### src/source/gem_link_pkg.sv
package gem_link_pkg;

  // --------------------------------------------------
  // link word and field widths
  // --------------------------------------------------

  // one word per clk40, upper 4 bits are ttc flags
  typedef logic [9:0] gbt_word_t;

  // 6-bit payload, used for request and reply words alike
  typedef logic [5:0] payload_t;

  typedef logic [15:0] reg_addr_t; // request address
  typedef logic [31:0] reg_data_t; // register data

  // --------------------------------------------------
  // frame constants
  // --------------------------------------------------

  // marks start of request and reply frames
  localparam payload_t FRAME_START = 6'h2A;

  localparam int REQ_WORDS = 10; // start, begin, 3 addr, 5 data
  localparam int RSP_WORDS = 7;  // start, status, 5 data

  // --------------------------------------------------
  // reply status payload
  // --------------------------------------------------

  // remaining status bits stay zero
  localparam int STAT_ACK_BIT = 5; // request seen
  localparam int STAT_WR_BIT  = 4; // copy of write enable
  localparam int STAT_ERR_BIT = 3; // address out of range

endpackage
### src/source/gem_ctrl_top.sv
`timescale 1ns/1ps

module gem_ctrl_top #(
  parameter int NUM_REGS = 16 // 1 to 65536
) (
  input  logic                    clk40,
  input  logic                    arst_n_i,
  input  gem_link_pkg::gbt_word_t gbt_word_i,
  output logic                    rsp_valid_o,
  output gem_link_pkg::payload_t  rsp_word_o
);

  // --------------------------------------------------
  // decoder to register bank
  // --------------------------------------------------

  logic                    req_stb;
  logic                    req_we;
  gem_link_pkg::reg_addr_t req_addr;
  gem_link_pkg::reg_data_t req_data;

  // register bank to encoder
  logic                    rsp_stb;
  gem_link_pkg::payload_t  rsp_status;
  gem_link_pkg::reg_data_t rsp_data;

  gbt_frame_decoder gbt_frame_decoder_inst (
    .clk40      (clk40),
    .arst_n_i   (arst_n_i),
    .gbt_word_i (gbt_word_i),
    .req_stb_o  (req_stb),
    .req_we_o   (req_we),
    .req_addr_o (req_addr),
    .req_data_o (req_data)
  );

  ctrl_reg_bank #(
    .NUM_REGS (NUM_REGS)
  ) ctrl_reg_bank_inst (
    .clk40        (clk40),
    .arst_n_i     (arst_n_i),
    .req_stb_i    (req_stb),
    .req_we_i     (req_we),
    .req_addr_i   (req_addr),
    .req_data_i   (req_data),
    .rsp_stb_o    (rsp_stb),
    .rsp_status_o (rsp_status),
    .rsp_data_o   (rsp_data)
  );

  // reply starts 3 edges after last request word
  reply_frame_encoder reply_frame_encoder_inst (
    .clk40        (clk40),
    .arst_n_i     (arst_n_i),
    .rsp_stb_i    (rsp_stb),
    .rsp_status_i (rsp_status),
    .rsp_data_i   (rsp_data),
    .rsp_valid_o  (rsp_valid_o),
    .rsp_word_o   (rsp_word_o)
  );

endmodule

### src/source/reply_frame_encoder.sv
`timescale 1ns/1ps

module reply_frame_encoder (
  input  logic                    clk40,
  input  logic                    arst_n_i,
  input  logic                    rsp_stb_i,
  input  gem_link_pkg::payload_t  rsp_status_i,
  input  gem_link_pkg::reg_data_t rsp_data_i,
  output logic                    rsp_valid_o,
  output gem_link_pkg::payload_t  rsp_word_o
);

  // --------------------------------------------------
  // local constants
  // --------------------------------------------------

  localparam int PAYLOAD_W = $bits(gem_link_pkg::payload_t);
  localparam int DATA_W    = $bits(gem_link_pkg::reg_data_t);
  localparam int STAT_HI_W = PAYLOAD_W - 2; // status bits kept in word 2
  localparam int SR_W      = STAT_HI_W + DATA_W; // words 2 to 7
  localparam int CNT_W     = $clog2(gem_link_pkg::RSP_WORDS + 1);

  localparam logic [CNT_W-1:0] CNT_LAST = CNT_W'(gem_link_pkg::RSP_WORDS);

  logic [SR_W-1:0]  word_sr;  // remaining reply words, msb first
  logic [CNT_W-1:0] word_cnt; // words already put out

  // --------------------------------------------------
  // word sequencing
  // --------------------------------------------------

  // word 2 packs status[5:2] with data[31:30], status[1:0] are zero anyway
  always_ff @(posedge clk40 or negedge arst_n_i) begin
    if (!arst_n_i) begin
      rsp_valid_o <= 1'b0;
      rsp_word_o  <= '0;
      word_cnt    <= '0;
    end else if (rsp_stb_i) begin
      rsp_valid_o <= 1'b1;
      rsp_word_o  <= gem_link_pkg::FRAME_START; // first word
      word_cnt    <= CNT_W'(1);
    end else if (rsp_valid_o) begin
      if (word_cnt == CNT_LAST) begin
        rsp_valid_o <= 1'b0; // frame done
        rsp_word_o  <= '0;   // idle is zero
        word_cnt    <= '0;
      end else begin
        rsp_word_o <= word_sr[SR_W-1 -: PAYLOAD_W];
        word_cnt   <= word_cnt + 1'b1;
      end
    end
  end

  // --------------------------------------------------
  // payload shift register
  // --------------------------------------------------

  always_ff @(posedge clk40) begin
    if (rsp_stb_i) begin
      word_sr <= {rsp_status_i[PAYLOAD_W-1 -: STAT_HI_W], rsp_data_i};
    end else if (rsp_valid_o) begin
      word_sr <= word_sr << PAYLOAD_W; // next 6-bit group up
    end
  end

endmodule

### src/source/ctrl_reg_bank.sv
`timescale 1ns/1ps

module ctrl_reg_bank #(
  parameter int NUM_REGS = 16
) (
  input  logic                    clk40,
  input  logic                    arst_n_i,
  input  logic                    req_stb_i,
  input  logic                    req_we_i,
  input  gem_link_pkg::reg_addr_t req_addr_i,
  input  gem_link_pkg::reg_data_t req_data_i,
  output logic                    rsp_stb_o,
  output gem_link_pkg::payload_t  rsp_status_o,
  output gem_link_pkg::reg_data_t rsp_data_o
);

  localparam int IDX_W = (NUM_REGS > 1) ? $clog2(NUM_REGS) : 1;
  localparam int LIM_W = $bits(gem_link_pkg::reg_addr_t) + 1; // room for 65536
  localparam logic [LIM_W-1:0] REG_LIMIT = LIM_W'(NUM_REGS);

  gem_link_pkg::reg_data_t regs [NUM_REGS]; // reg 0 doubles as loopback
  logic                    in_range;
  logic [IDX_W-1:0]        idx;
  gem_link_pkg::payload_t  status;

  assign in_range = {1'b0, req_addr_i} < REG_LIMIT;
  assign idx      = req_addr_i[IDX_W-1:0];

  always_comb begin
    status                             = '0;
    status[gem_link_pkg::STAT_ACK_BIT] = 1'b1;      // always acked
    status[gem_link_pkg::STAT_WR_BIT]  = req_we_i;
    status[gem_link_pkg::STAT_ERR_BIT] = ~in_range;
  end

  // --------------------------------------------------
  // register storage
  // --------------------------------------------------

  always_ff @(posedge clk40 or negedge arst_n_i) begin
    if (!arst_n_i) begin
      for (int i = 0; i < NUM_REGS; i++) begin
        regs[i] <= '0;
      end
    end else if (req_stb_i && req_we_i && in_range) begin
      regs[idx] <= req_data_i;
    end
  end

  // --------------------------------------------------
  // response
  // --------------------------------------------------

  always_ff @(posedge clk40 or negedge arst_n_i) begin
    if (!arst_n_i) rsp_stb_o <= 1'b0;
    else           rsp_stb_o <= req_stb_i; // one cycle behind request
  end

  always_ff @(posedge clk40) begin
    if (req_stb_i) begin
      rsp_status_o <= status;
      if (!in_range)     rsp_data_o <= '0;         // bad address
      else if (req_we_i) rsp_data_o <= req_data_i; // write echo
      else               rsp_data_o <= regs[idx];
    end
  end

endmodule

### src/source/gbt_frame_decoder.sv
`timescale 1ns/1ps

module gbt_frame_decoder (
  input  logic                   clk40,
  input  logic                   arst_n_i,
  input  gem_link_pkg::gbt_word_t gbt_word_i,
  output logic                   req_stb_o,
  output logic                   req_we_o,
  output gem_link_pkg::reg_addr_t req_addr_o,
  output gem_link_pkg::reg_data_t req_data_o
);

  // --------------------------------------------------
  // local constants
  // --------------------------------------------------

  localparam int PAYLOAD_W = $bits(gem_link_pkg::payload_t);
  localparam int ADDR_W    = $bits(gem_link_pkg::reg_addr_t);
  localparam int DATA_W    = $bits(gem_link_pkg::reg_data_t);
  localparam int FIELD_W   = ADDR_W + DATA_W; // 48 bits over 8 words
  localparam int POS_W     = $clog2(gem_link_pkg::REQ_WORDS);

  localparam int WR_VALID_BIT = 5; // begin word
  localparam int WR_EN_BIT    = 4;

  // position of last address word, counted from the start word
  localparam logic [POS_W-1:0] POS_ADDR_LAST = POS_W'(4);
  localparam logic [POS_W-1:0] POS_LAST      = POS_W'(gem_link_pkg::REQ_WORDS - 1);

  typedef enum logic [1:0] {
    ST_HUNT,  // waiting for 0x2A
    ST_BEGIN, // valid / write enable word
    ST_ADDR,  // 3 address words
    ST_DATA   // 5 data words
  } dec_state_t;

  dec_state_t               state;
  logic [POS_W-1:0]         pos_cnt;   // word position inside frame
  gem_link_pkg::payload_t   payload;
  logic [FIELD_W-1:0]       field_sr;  // addr and data shifted in msb first
  logic [FIELD_W-1:0]       field_nxt;
  logic                     we_q;

  // flag bits are not ours
  assign payload   = gbt_word_i[PAYLOAD_W-1:0];
  assign field_nxt = {field_sr[FIELD_W-PAYLOAD_W-1:0], payload};

  // --------------------------------------------------
  // frame tracking
  // --------------------------------------------------

  always_ff @(posedge clk40 or negedge arst_n_i) begin
    if (!arst_n_i) begin
      state     <= ST_HUNT;
      pos_cnt   <= '0;
      req_stb_o <= 1'b0;
    end else begin
      req_stb_o <= 1'b0; // single cycle strobe
      case (state)
        ST_HUNT: begin
          if (payload == gem_link_pkg::FRAME_START) begin
            state   <= ST_BEGIN;
            pos_cnt <= POS_W'(1);
          end
        end
        ST_BEGIN: begin
          if (payload[WR_VALID_BIT]) begin
            state   <= ST_ADDR;
            pos_cnt <= pos_cnt + 1'b1;
          end else begin
            state   <= ST_HUNT; // invalid request, drop it
            pos_cnt <= '0;
          end
        end
        ST_ADDR: begin
          pos_cnt <= pos_cnt + 1'b1;
          if (pos_cnt == POS_ADDR_LAST) state <= ST_DATA;
        end
        ST_DATA: begin
          // 0x2A in here is plain data, no restart
          if (pos_cnt == POS_LAST) begin
            state     <= ST_HUNT;
            pos_cnt   <= '0;
            req_stb_o <= 1'b1;
          end else begin
            pos_cnt <= pos_cnt + 1'b1;
          end
        end
        default: begin
          state   <= ST_HUNT;
          pos_cnt <= '0;
        end
      endcase
    end
  end

  // --------------------------------------------------
  // field assembly
  // --------------------------------------------------

  always_ff @(posedge clk40) begin
    if (state == ST_BEGIN) we_q <= payload[WR_EN_BIT];
    if (state == ST_ADDR || state == ST_DATA) field_sr <= field_nxt;
    // last data word, outputs hold until next request
    if (state == ST_DATA && pos_cnt == POS_LAST) begin
      req_we_o   <= we_q;
      req_addr_o <= field_nxt[FIELD_W-1:DATA_W];
      req_data_o <= field_nxt[DATA_W-1:0];
    end
  end

endmodule

### config.mk
export PLATFORM = sky130hd
export DESIGN_NAME = gem_ctrl_top
export DESIGN_NICKNAME = d
export VERILOG_FILES = /design/src/source/gem_link_pkg.sv /design/src/source/gem_ctrl_top.sv /design/src/source/reply_frame_encoder.sv /design/src/source/ctrl_reg_bank.sv /design/src/source/gbt_frame_decoder.sv
export SDC_FILE = /design/constraint.sdc
export NUM_CORES = 1
export LEC_CHECK = 0
export BUFFER_PORTS_ARGS = -buffer_cell sky130_fd_sc_hd__buf_2
export CAP_MARGIN = 10
export CORE_MARGIN = 8
export CORE_UTILIZATION = 45
export CTS_BUF_LIST = sky130_fd_sc_hd__clkbuf_8
export CTS_CLUSTER_DIAMETER = 80
export DETAILED_ROUTE_END_ITERATION = 16
export GPL_TIMING_DRIVEN = 0
export MAX_ROUTING_LAYER = met4
export PLACE_DENSITY = 0.72
export RECOVER_POWER = 50
export REMOVE_ABC_BUFFERS = 1
export SETUP_SLACK_MARGIN = 0.3
export SYNTH_ARGS = -nofsm -noshare
export SYNTH_HDL_FRONTEND = slang
export SYNTH_SLANG_ARGS = --single-unit
### constraint.sdc
create_clock -name clk40 -period 6.5 [get_ports clk40]
set_clock_uncertainty 0.2 [all_clocks]
set_input_delay 1.3 -clock clk40 [delete_from_list [all_inputs] [get_ports clk40]]
set_output_delay 1.3 -clock clk40 [all_outputs]
set_load 0.01 [all_outputs]
Yosys cells after proc, flatten, opt, wreduce, memory -nomap -nowiden
Cells that the tools add are included.
{ "word_totals": {"regBits": 692, "in_bits": 12, "elab_cells": 86} }
{ "classes": {"addsub": 2, "n_lt_le_gt_ge": 3, "n_eq_ne": 10, "n_mux": 29, "n_bitwise": 2, "reduce_logical": 8} }
{ "ops": {"columns": ["cell", "count"], "rows": [
  ["512-bit bitwise mux", 1],
  ["32-bit binary-select mux with 4-bit select", 1],
  ["32-bit demux with 4-bit select", 1],
  ["32-bit two-way mux", 4],
  ["36-bit two-way mux", 1],
  ["35-bit two-way mux", 1],
  ["6-bit two-way mux", 3],
  ["16-bit by 5-bit less-than comparator with 1-bit output, second input constant", 1],
  ["4-bit case mux with 4 select lines", 1],
  ["4-bit two-way mux", 3],
  ["3-bit two-way mux", 3],
  ["2-bit two-way mux", 4],
  ["2-bit case mux with 4 select lines", 1],
  ["6-bit == test, second input constant", 1],
  ["2-bit by 1-bit != test with 1-bit output, second input constant", 3],
  ["5-bit greater-or-equal comparator, second input constant", 1],
  ["5-bit by 1-bit less-than comparator with 1-bit output, second input constant", 1],
  ["1-bit two-way mux", 5],
  ["4-bit inverter with 5-bit output", 1],
  ["4-bit by 1-bit adder with 4-bit output, second input constant", 1],
  ["2-bit == test, second input constant", 2],
  ["4-bit by 3-bit == test with 1-bit output, second input constant", 1],
  ["4-bit == test, second input constant", 1],
  ["1-bit logical AND", 4],
  ["8 further kinds", 8]
]} }

Depth between registers and ports, before layout
Gate-level depths: netlist of run 1.
{ "logic_depth": {"depth_word": 6, "ltp_mapped": 8, "depth_no_buf": 6} }

Cells and area by module
Synthesis of run 1 repeated with hierarchy kept, for this count alone.
{ "hier_totals": {"cells_unflattened": 1944, "area_unflattened_um2": 30559.3} }
{ "by_module_without_submodules": {"columns": ["module", "instances", "cells_per_inst", "area_per_inst_um2"], "rows": [
  ["ctrl_reg_bank", 1, 1701, 25336.8],
  ["gbt_frame_decoder", 1, 132, 3159.3],
  ["reply_frame_encoder", 1, 111, 2063.2]
]} }

Worst setup path after synthesis of run 1
Ideal clock, no wire load.
{ "synth_timing": {"path_type": "flip-flop to flip-flop", "from": "register gbt_frame_decoder_inst.pos_cnt[1]", "to": "register gbt_frame_decoder_inst.req_addr_o[0] (enable)", "arrival_time_ps": 2813, "required_ps": 5843, "slack_ps": 3030, "path_stages_with_launch": 5, "path_cell_list": "dfrtp_1 inv_1 ha_1 nand3b_1 nor2_1"} }
{ "synth_between": {"elab_chain_len": 2} }
{ "synth_lines": {"columns": ["element", "line_no", "source"], "rows": [
  ["start, declared", "gbt_frame_decoder.sv:38", "logic [POS_W-1:0] pos_cnt;"],
  ["start signal, assigned", "gbt_frame_decoder.sv:69", "pos_cnt <= pos_cnt + 1'b1;"],
  ["start signal, assigned", "gbt_frame_decoder.sv:76", "pos_cnt <= pos_cnt + 1'b1;"],
  ["start signal, assigned", "gbt_frame_decoder.sv:86", "pos_cnt <= pos_cnt + 1'b1;"],
  ["4-bit == test", "gbt_frame_decoder.sv:105", "if (state == ST_DATA && pos_cnt == POS_LAST) begin"],
  ["1-bit logical AND", "gbt_frame_decoder.sv:105", null],
  ["end signal, assigned", "gbt_frame_decoder.sv:107", "req_addr_o <= field_nxt[FIELD_W-1:DATA_W];"],
  ["end, declared", "gbt_frame_decoder.sv:9", "output gem_link_pkg::reg_addr_t req_addr_o,"]
]} }
No other way between the ends.
A chain may end at the register's enable or synchronous reset.

Worst setup path after layout of run 1
{ "layout_timing": {"from": "register ctrl_reg_bank_inst.rsp_stb_o", "to": "register reply_frame_encoder_inst.word_sr[14] (enable)"} }
{ "layout_between": {"elab_chain_len": 1} }
{ "layout_lines": {"columns": ["element", "line_no", "source"], "rows": [
  ["start, declared", "ctrl_reg_bank.sv:12", "output logic rsp_stb_o,"],
  ["start signal, assigned", "ctrl_reg_bank.sv:56", "else rsp_stb_o <= req_stb_i;"],
  ["2-bit nonzero test (no line)", null, null],
  ["end signal, assigned", "reply_frame_encoder.sv:60", "word_sr <= {rsp_status_i[PAYLOAD_W-1 -: STAT_HI_W], rsp_data_i};"],
  ["end signal, assigned", "reply_frame_encoder.sv:62", "word_sr <= word_sr << PAYLOAD_W;"],
  ["end, declared", "reply_frame_encoder.sv:25", "logic [SR_W-1:0] word_sr;"]
]} }
No other way between the ends.

==> results of run 1 <==
==> per-layer routing <==
metal  vias up  track usage [%]
li1       7447                -
met1      9188             27.4
met2       469             29.5
met3       136             3.78
met4         0             5.59
met5         -                -
==> area by class of cell <==
class                   count  area [sq um]  area share (%)
clock inverters            70           457            1.33
flip-flops and latches    692         18100            52.7
repair buffers            111          1720            5.00
diodes                      1          2.50         0.00727
multi-input cells        1083         11100            32.2
well taps                 864          1080            3.14
clock buffers             140          1930            5.60
inverters                   7          28.8          0.0836
==> worst min-delay path by stage <==
stage / startpoint / endpoint / cells past startpoint
2_1_floorplan: gbt_frame_decoder_inst.field_sr[36]$_DFFE_PP_ / gbt_frame_decoder_inst.req_addr_o[10]$_DFFE_PP_ / 0
3_3_place_gp: gbt_frame_decoder_inst.we_q$_DFFE_PP_ / gbt_frame_decoder_inst.req_we_o$_DFFE_PP_ / 0
3_5_place_dp: gbt_frame_decoder_inst.field_sr[38]$_DFFE_PP_ / gbt_frame_decoder_inst.req_addr_o[12]$_DFFE_PP_ / 0
4_1_cts: gbt_frame_decoder_inst.field_sr[38]$_DFFE_PP_ / gbt_frame_decoder_inst.req_addr_o[12]$_DFFE_PP_ / 0
5_1_grt: gbt_frame_decoder_inst.field_sr[41]$_DFFE_PP_ / gbt_frame_decoder_inst.req_addr_o[15]$_DFFE_PP_ / 0
6_report: gbt_frame_decoder_inst.field_sr[36]$_DFFE_PP_ / gbt_frame_decoder_inst.req_addr_o[10]$_DFFE_PP_ / 0
==> registers in the layout, summed over array words and instances, names as in the netlist, named ones only <==
name	count
ctrl_reg_bank_inst.regs	512
ctrl_reg_bank_inst.rsp_data_o	32
ctrl_reg_bank_inst.rsp_status_o	2
ctrl_reg_bank_inst.rsp_stb_o	1
gbt_frame_decoder_inst.field_sr	42
gbt_frame_decoder_inst.pos_cnt	4
gbt_frame_decoder_inst.req_addr_o	16
gbt_frame_decoder_inst.req_data_o	32
gbt_frame_decoder_inst.req_stb_o	1
gbt_frame_decoder_inst.req_we_o	1
gbt_frame_decoder_inst.state	1
gbt_frame_decoder_inst.we_q	1
reply_frame_encoder_inst.rsp_valid_o	1
reply_frame_encoder_inst.rsp_word_o	6
reply_frame_encoder_inst.word_cnt	3
reply_frame_encoder_inst.word_sr	36
==> synthesized netlist by cell type (all sizes together) (6+ instances only) <==
cell type / instances
mux2: 572
dfrtp: 530
edfxtp: 162
mux2i: 130
o22ai: 96
clkbuf: 92
buf: 69
nor2b: 35
a211oi: 32
mux4: 32
nor3: 32
o221a: 32
or3: 32
nor4: 19
nand2: 11
nand3: 10
a21oi: 8
inv: 7
and2: 6
==> logic make-up (layout without fill, tap and decap cells) <==
kind of cell	after synthesis	in the layout	synth area share (%)
multiplexers	734	734	28.2
flip-flops	692	692	60.4
AO/OA/AOI/OAI	180	180	4.43
buffers and inverters	168	328	2.97
AND/OR/NAND/NOR	163	163	3.75
adder cells (fa/ha/maj)	5	5	0.208
XOR/XNOR	1	1	0.0292
other	0	1	0
==> worst max-delay path: stages, from the launching register on <==
cell and delay (ns):
dfrtp_1 0.93, clkbuf_1 1.64, or2_1 1.79
==> power by group <==
group / internal (mW) / switching [mW]
combinational: 0.217 / 0.370
sequential: 4.86 / 0.209
clock: 2.17 / 1.71
==> through the flow <==
stage	instances	worst slack [ns]	cell area (sq um)
floorplan	1782	-4.20	29100
global placement	2660	-12.10	30300
detailed placement	2757	2.24	32200
CTS	2967	2.23	34500
global route	2968	1.11	34400
finish	2968	1.46	34400
==> results.py, run 1 <==
metrics = {
    "outcome": {
        "status": "finished with violations",
        "violations": "max-capacitance violations, max-slew violations",
    },
    "clocking": {
        "cts_setup_buffers": 0,
        "cts-hold-fix-buffers": 0,
        "clock_latency_ns": 0.70,
        "cts_buffer_depth": 3,
        "path_clk_slew_ns": 0.06,
        "h-tree-depth": 3,
        "cts_root_buffer": "clkbuf_8",
        "post_cts_resized": 0,
        "cts_buffers": 110,
        "tritoncts": "done",
        "clock_sinks": 692,
    },
    "die": {
        "rows": 94,
        "core_sq_um": 65900,
        "dieHeight_um": 274,
        "die_width_um": 274,
        "dieArea_sq_um": 75200,
        "pin_count": 19,
        "start_util_pct": 45.6,
    },
    "synth": {
        "ys_seq_area_share_pct": 60.4,
        "syn-instance-count": 1943,
        "yosysTopAreaCellShare_pct": 44.2,
        "synth_area_sq_um": 30000,
        "synth_edf_count": 162,
        "synth_top_area_cell": "dfrtp_1",
        "synth.avg_cell_area_sq_um": 15.4,
        "ys_types": 45,
        "ys_warn_count": 0,
        "async_reset_ff_share_pct": 76.6,
        "ys_seq_elements": 692,
        "synthTopCellsByArea": "dfrtp_1 44%, mux2_2 20%, edfxtp_1 16%",
        "ys.flop_type": "dfrtp_1",
    },
    "grt": {
        "grt_pass1_wl_um": 112000,
        "grt_usage_pct": 19.7,
        "first_global_vias": 18500,
        "grt-ovfl-total": 0,
        "antenna_found_initial": 1,
        "grt_max_degree": 132,
    },
    "timing": {
        "period_needed_ns": 5.04,
        "fin_crit_sh_pct": 77.5,
        "hold_violations": 0,
        "hold_slack_ns": 0.214,
        "max_freq_ghz": 0.199,
        "relSlewSlack_pct": -112,
        "worst_slew_pin_slew_ns": 3.18,
        "slew_viol_final": 255,
        "setup_tns_ns": 0,
        "rsz0062_at_grt": "false",
        "finalSetupViolCount": 0,
    },
    "power": {
        "leakagePower_nw": 15.8,
        "power_density_nw_per_um2": 278,
        "total_power_mw": 9.55,
        "irDropWorstVdd_mv": 0.191,
    },
    "setup_path": {
        "rrSetupSlack_ns": 1.46,
        "crit_path_end_kind": "flop",
        "worst_setup_path_start_kind": "flop",
        "critPathArrivalTime_ns": 5.10,
        "ff2ff_path_depth": 2,
        "cp-startpoint": "ctrl_reg_bank_inst.rsp_stb_o$_DFF_PN0_",
        "worstPathMaxFanout": 36,
        "regToRegStartpoint": "ctrl_reg_bank_inst.rsp_stb_o$_DFF_PN0_",
        "worstReg2RegEnd": "reply_frame_encoder_inst.word_sr[14]$_DFFE_PP_",
        "cp-endpoint": "reply_frame_encoder_inst.word_sr[14]$_DFFE_PP_",
        "cp_data_required_time_ns": 6.56,
        "path_class": "flop to flop",
    },
    "placed_design": {
        "dp_hpwl_um": 46700,
        "portBuffers": 14,
        "gp_congestion": 0.709,
    },
    "routing": {
        "wl_met2_um": 32800,
        "vias": 17200,
        "drtIter0Drc": 1195,
        "routedWlPerCell_um": 24.0,
        "met3WireLength_um": 3950,
        "wl_met1_um": 32900,
        "dr.max_layer_used": "met4",
        "drt_wl_total_um": 71200,
        "drc": 0,
        "via_per_inst": 5.81,
        "final_antenna_net_count": 0,
        "dr.pass1.iters": 5,
    },
    "flow_run": {
        "cap_violations": 5,
    },
    "layout": {
        "fillCellCount": 5279,
        "drive_above_1_share_pct": 41.7,
        "areaGrowthSynthToFinish_pct": 14.6,
        "fin_nets": 2022,
        "fin_util_pct": 52.2,
        "layout_common_cells": "530 x dfrtp_1, 520 x mux2_2, 162 x edfxtp_1",
        "final_common_cell": "dfrtp_1",
    },
    "worst_hold_path": {
        "hp-class": "flop to flop",
    },
}
No activity file was read; power rests on OpenSTA's default activity.
==> inputs of run 2 (changes only) <==
==> constraint.sdc (replaced) <==
create_clock -name clk40 -period 4.7 [get_ports clk40]
set_clock_uncertainty 0.2 [all_clocks]
set_input_delay 0.94 -clock clk40 [delete_from_list [all_inputs] [get_ports clk40]]
set_output_delay 0.94 -clock clk40 [all_outputs]
set_load 0.01 [all_outputs]
==> run 2 against run 1 <==
The flow still finishes with violations (max-capacitance violations, max-slew violations). Core utilization hardly changed. Global-route usage stayed put. Power is 38% higher. Non-clock buffer count is 2 higher. Critical path type unchanged.
==> results.py, run 2 (synthesis results as in run 1) <==
metrics = {
    "routing": {
        "drc": 0,
        "routedWlPerCell_um": 24.1,
        "vias": 17300,
        "via_per_inst": 5.83,
        "drtIter0Drc": 1181,
        "final_antenna_net_count": 0,
        "dr.pass1.iters": 5,
        "drt_wl_total_um": 71500,
    },
    "outcome": {
        "violations": "max-capacitance violations, max-slew violations",
        "status": "finished with violations",
    },
    "die": {
        "dieArea_sq_um": 75200,
        "start_util_pct": 45.6,
        "die_width_um": 274,
        "rows": 94,
        "dieHeight_um": 274,
        "pin_count": 19,
        "core_sq_um": 65900,
    },
    "layout": {
        "layout_common_cells": "530 x dfrtp_1, 520 x mux2_2, 162 x edfxtp_1",
        "fin_nets": 2024,
        "top_regs": "ctrl_reg_bank_inst.regs (512), gbt_frame_decoder_inst.field_sr (42), reply_frame_encoder_inst.word_sr (36)",
        "drive_above_1_share_pct": 41.5,
        "final_area_sq_um": 34400,
        "final_common_cell": "dfrtp_1",
        "largest_reg_flops": 512,
        "largest_register": "ctrl_reg_bank_inst.regs",
        "areaGrowthSynthToFinish_pct": 14.7,
    },
    "grt": {
        "grt_usage_pct": 19.7,
        "grt_max_degree": 132,
        "antenna_found_initial": 1,
        "first_global_vias": 18500,
        "grt_pass1_wl_um": 112000,
        "grt-ovfl-total": 0,
    },
    "power": {
        "leakagePower_nw": 15.8,
        "irDropWorstVdd_mv": 0.262,
        "total_power_mw": 13.2,
        "power_density_nw_per_um2": 383,
    },
    "timing": {
        "period_needed_ns": 4.30,
        "hold_violations": 0,
        "slew_viol_final": 189,
        "rsz0062_at_grt": "false",
        "finalSetupViolCount": 0,
        "fin_crit_sh_pct": 91.6,
        "fin_ws_ns": 0.397,
        "worst_slew_pin_slew_ns": 2.29,
        "max_freq_ghz": 0.232,
        "relSlewSlack_pct": -52.5,
    },
    "placed_design": {
        "dp_hpwl_um": 46700,
        "dp_slack_ns": 0.442,
        "placedInstanceArea_sq_um": 32200,
        "gp_congestion": 0.709,
        "portBuffers": 14,
    },
    "flow_run": {
        "cap_violations": 4,
    },
    "clocking": {
        "path_clk_slew_ns": 0.06,
        "clock_latency_ns": 0.70,
        "cts_root_buffer": "clkbuf_8",
        "cts_buffer_depth": 3,
        "post_cts_resized": 0,
        "clock_sinks": 692,
        "cts_buffers": 110,
        "tritoncts": "done",
        "h-tree-depth": 3,
    },
    "setup_path": {
        "path_class": "flop to flop",
        "cp-endpoint": "ctrl_reg_bank_inst.regs[165]$_DFFE_PN0P_",
        "cp_data_required_time_ns": 5.07,
        "rrSetupSlack_ns": 0.40,
        "worstPathMaxFanout": 17,
        "cp-startpoint": "gbt_frame_decoder_inst.req_addr_o[14]$_DFFE_PP_",
        "worst_setup_path_start_kind": "flop",
        "ff2ff_path_depth": 7,
        "crit_path_end_kind": "flop",
        "worstReg2RegEnd": "ctrl_reg_bank_inst.regs[165]$_DFFE_PN0P_",
        "regToRegStartpoint": "gbt_frame_decoder_inst.req_addr_o[14]$_DFFE_PP_",
        "critPathArrivalTime_ns": 4.67,
    },
    "worst_hold_path": {
        "hold_depth": 0,
        "hp-class": "flop to flop",
    },
}
## run 2: where the power goes
group	switching, mW	leakage, nW	internal, mW
clock network	2.37	1.34	3.01
logic	0.515	5.64	0.294
registers	0.289	8.86	6.73
total	3.17	15.8	10.0
## run 2: area by class of cell
cell class	count	area [sq um]
clock inverter	70	457
tap	864	1080
clock buffer	140	1930
inverter	7	28.8
sequential	692	18100
fill	5277	31400
multi-input combinational	1083	11100
timing repair buffer	113	1750
antenna	1	2.50
## run 2: stage by stage
step | setup TNS [ns] | utilization (%) | hold slack (ns) | instances
global placement | -9001.22 | 46.0 | 0.206 | 2660
CTS | 0 | 52.5 | 0.205 | 2968
detailed placement | 0 | 48.8 | 0.205 | 2757
floorplan | -2050.56 | - | 0.200 | 1782
finish | 0 | 52.3 | 0.220 | 2970
global route | 0 | 52.3 | 0.223 | 2970
## run 2: how the worst min path moves through the flow
stage	end	startpoint	slack, ns
6_report	gbt_frame_decoder_inst.req_addr_o[12]$_DFFE_PP_	gbt_frame_decoder_inst.field_sr[38]$_DFFE_PP_	0.22
2_1_floorplan	gbt_frame_decoder_inst.req_addr_o[10]$_DFFE_PP_	gbt_frame_decoder_inst.field_sr[36]$_DFFE_PP_	0.20
3_5_place_dp	gbt_frame_decoder_inst.req_addr_o[12]$_DFFE_PP_	gbt_frame_decoder_inst.field_sr[38]$_DFFE_PP_	0.21
5_1_grt	gbt_frame_decoder_inst.req_addr_o[15]$_DFFE_PP_	gbt_frame_decoder_inst.field_sr[41]$_DFFE_PP_	0.22
3_3_place_gp	gbt_frame_decoder_inst.req_we_o$_DFFE_PP_	gbt_frame_decoder_inst.we_q$_DFFE_PP_	0.21
4_1_cts	gbt_frame_decoder_inst.field_sr[3]$_DFFE_PP_	gbt_word_i[3]	0.21
## run 2: what timing repair did
| action | 4_1_cts | 5_1_grt |
|---|---|---|
| endpoints found under the setup margin | 0 | 13 |
| setup buffers | 0 | 1 |
| hold endpoints to repair | 41 | 0 |
| hold buffers | 1 | 0 |
## run 2: critical path, stage by stage, from the launching register on
cell	delay, ns
edfxtp_1	0.36
nor4_1	0.30
and3_1	1.03
inv_4	0.42
nor4_4	1.03
buf_6	0.29
buf_8	0.18
mux2_2	0.34
## run 2: layer usage
metal  wire [um]  track usage, %  up-vias
met2       32900            29.5      525
met3        4270            3.78      148
met1       32600            27.4     9191
met4        1720            5.59        0
met5           0               -        -
li1            -               -     7449
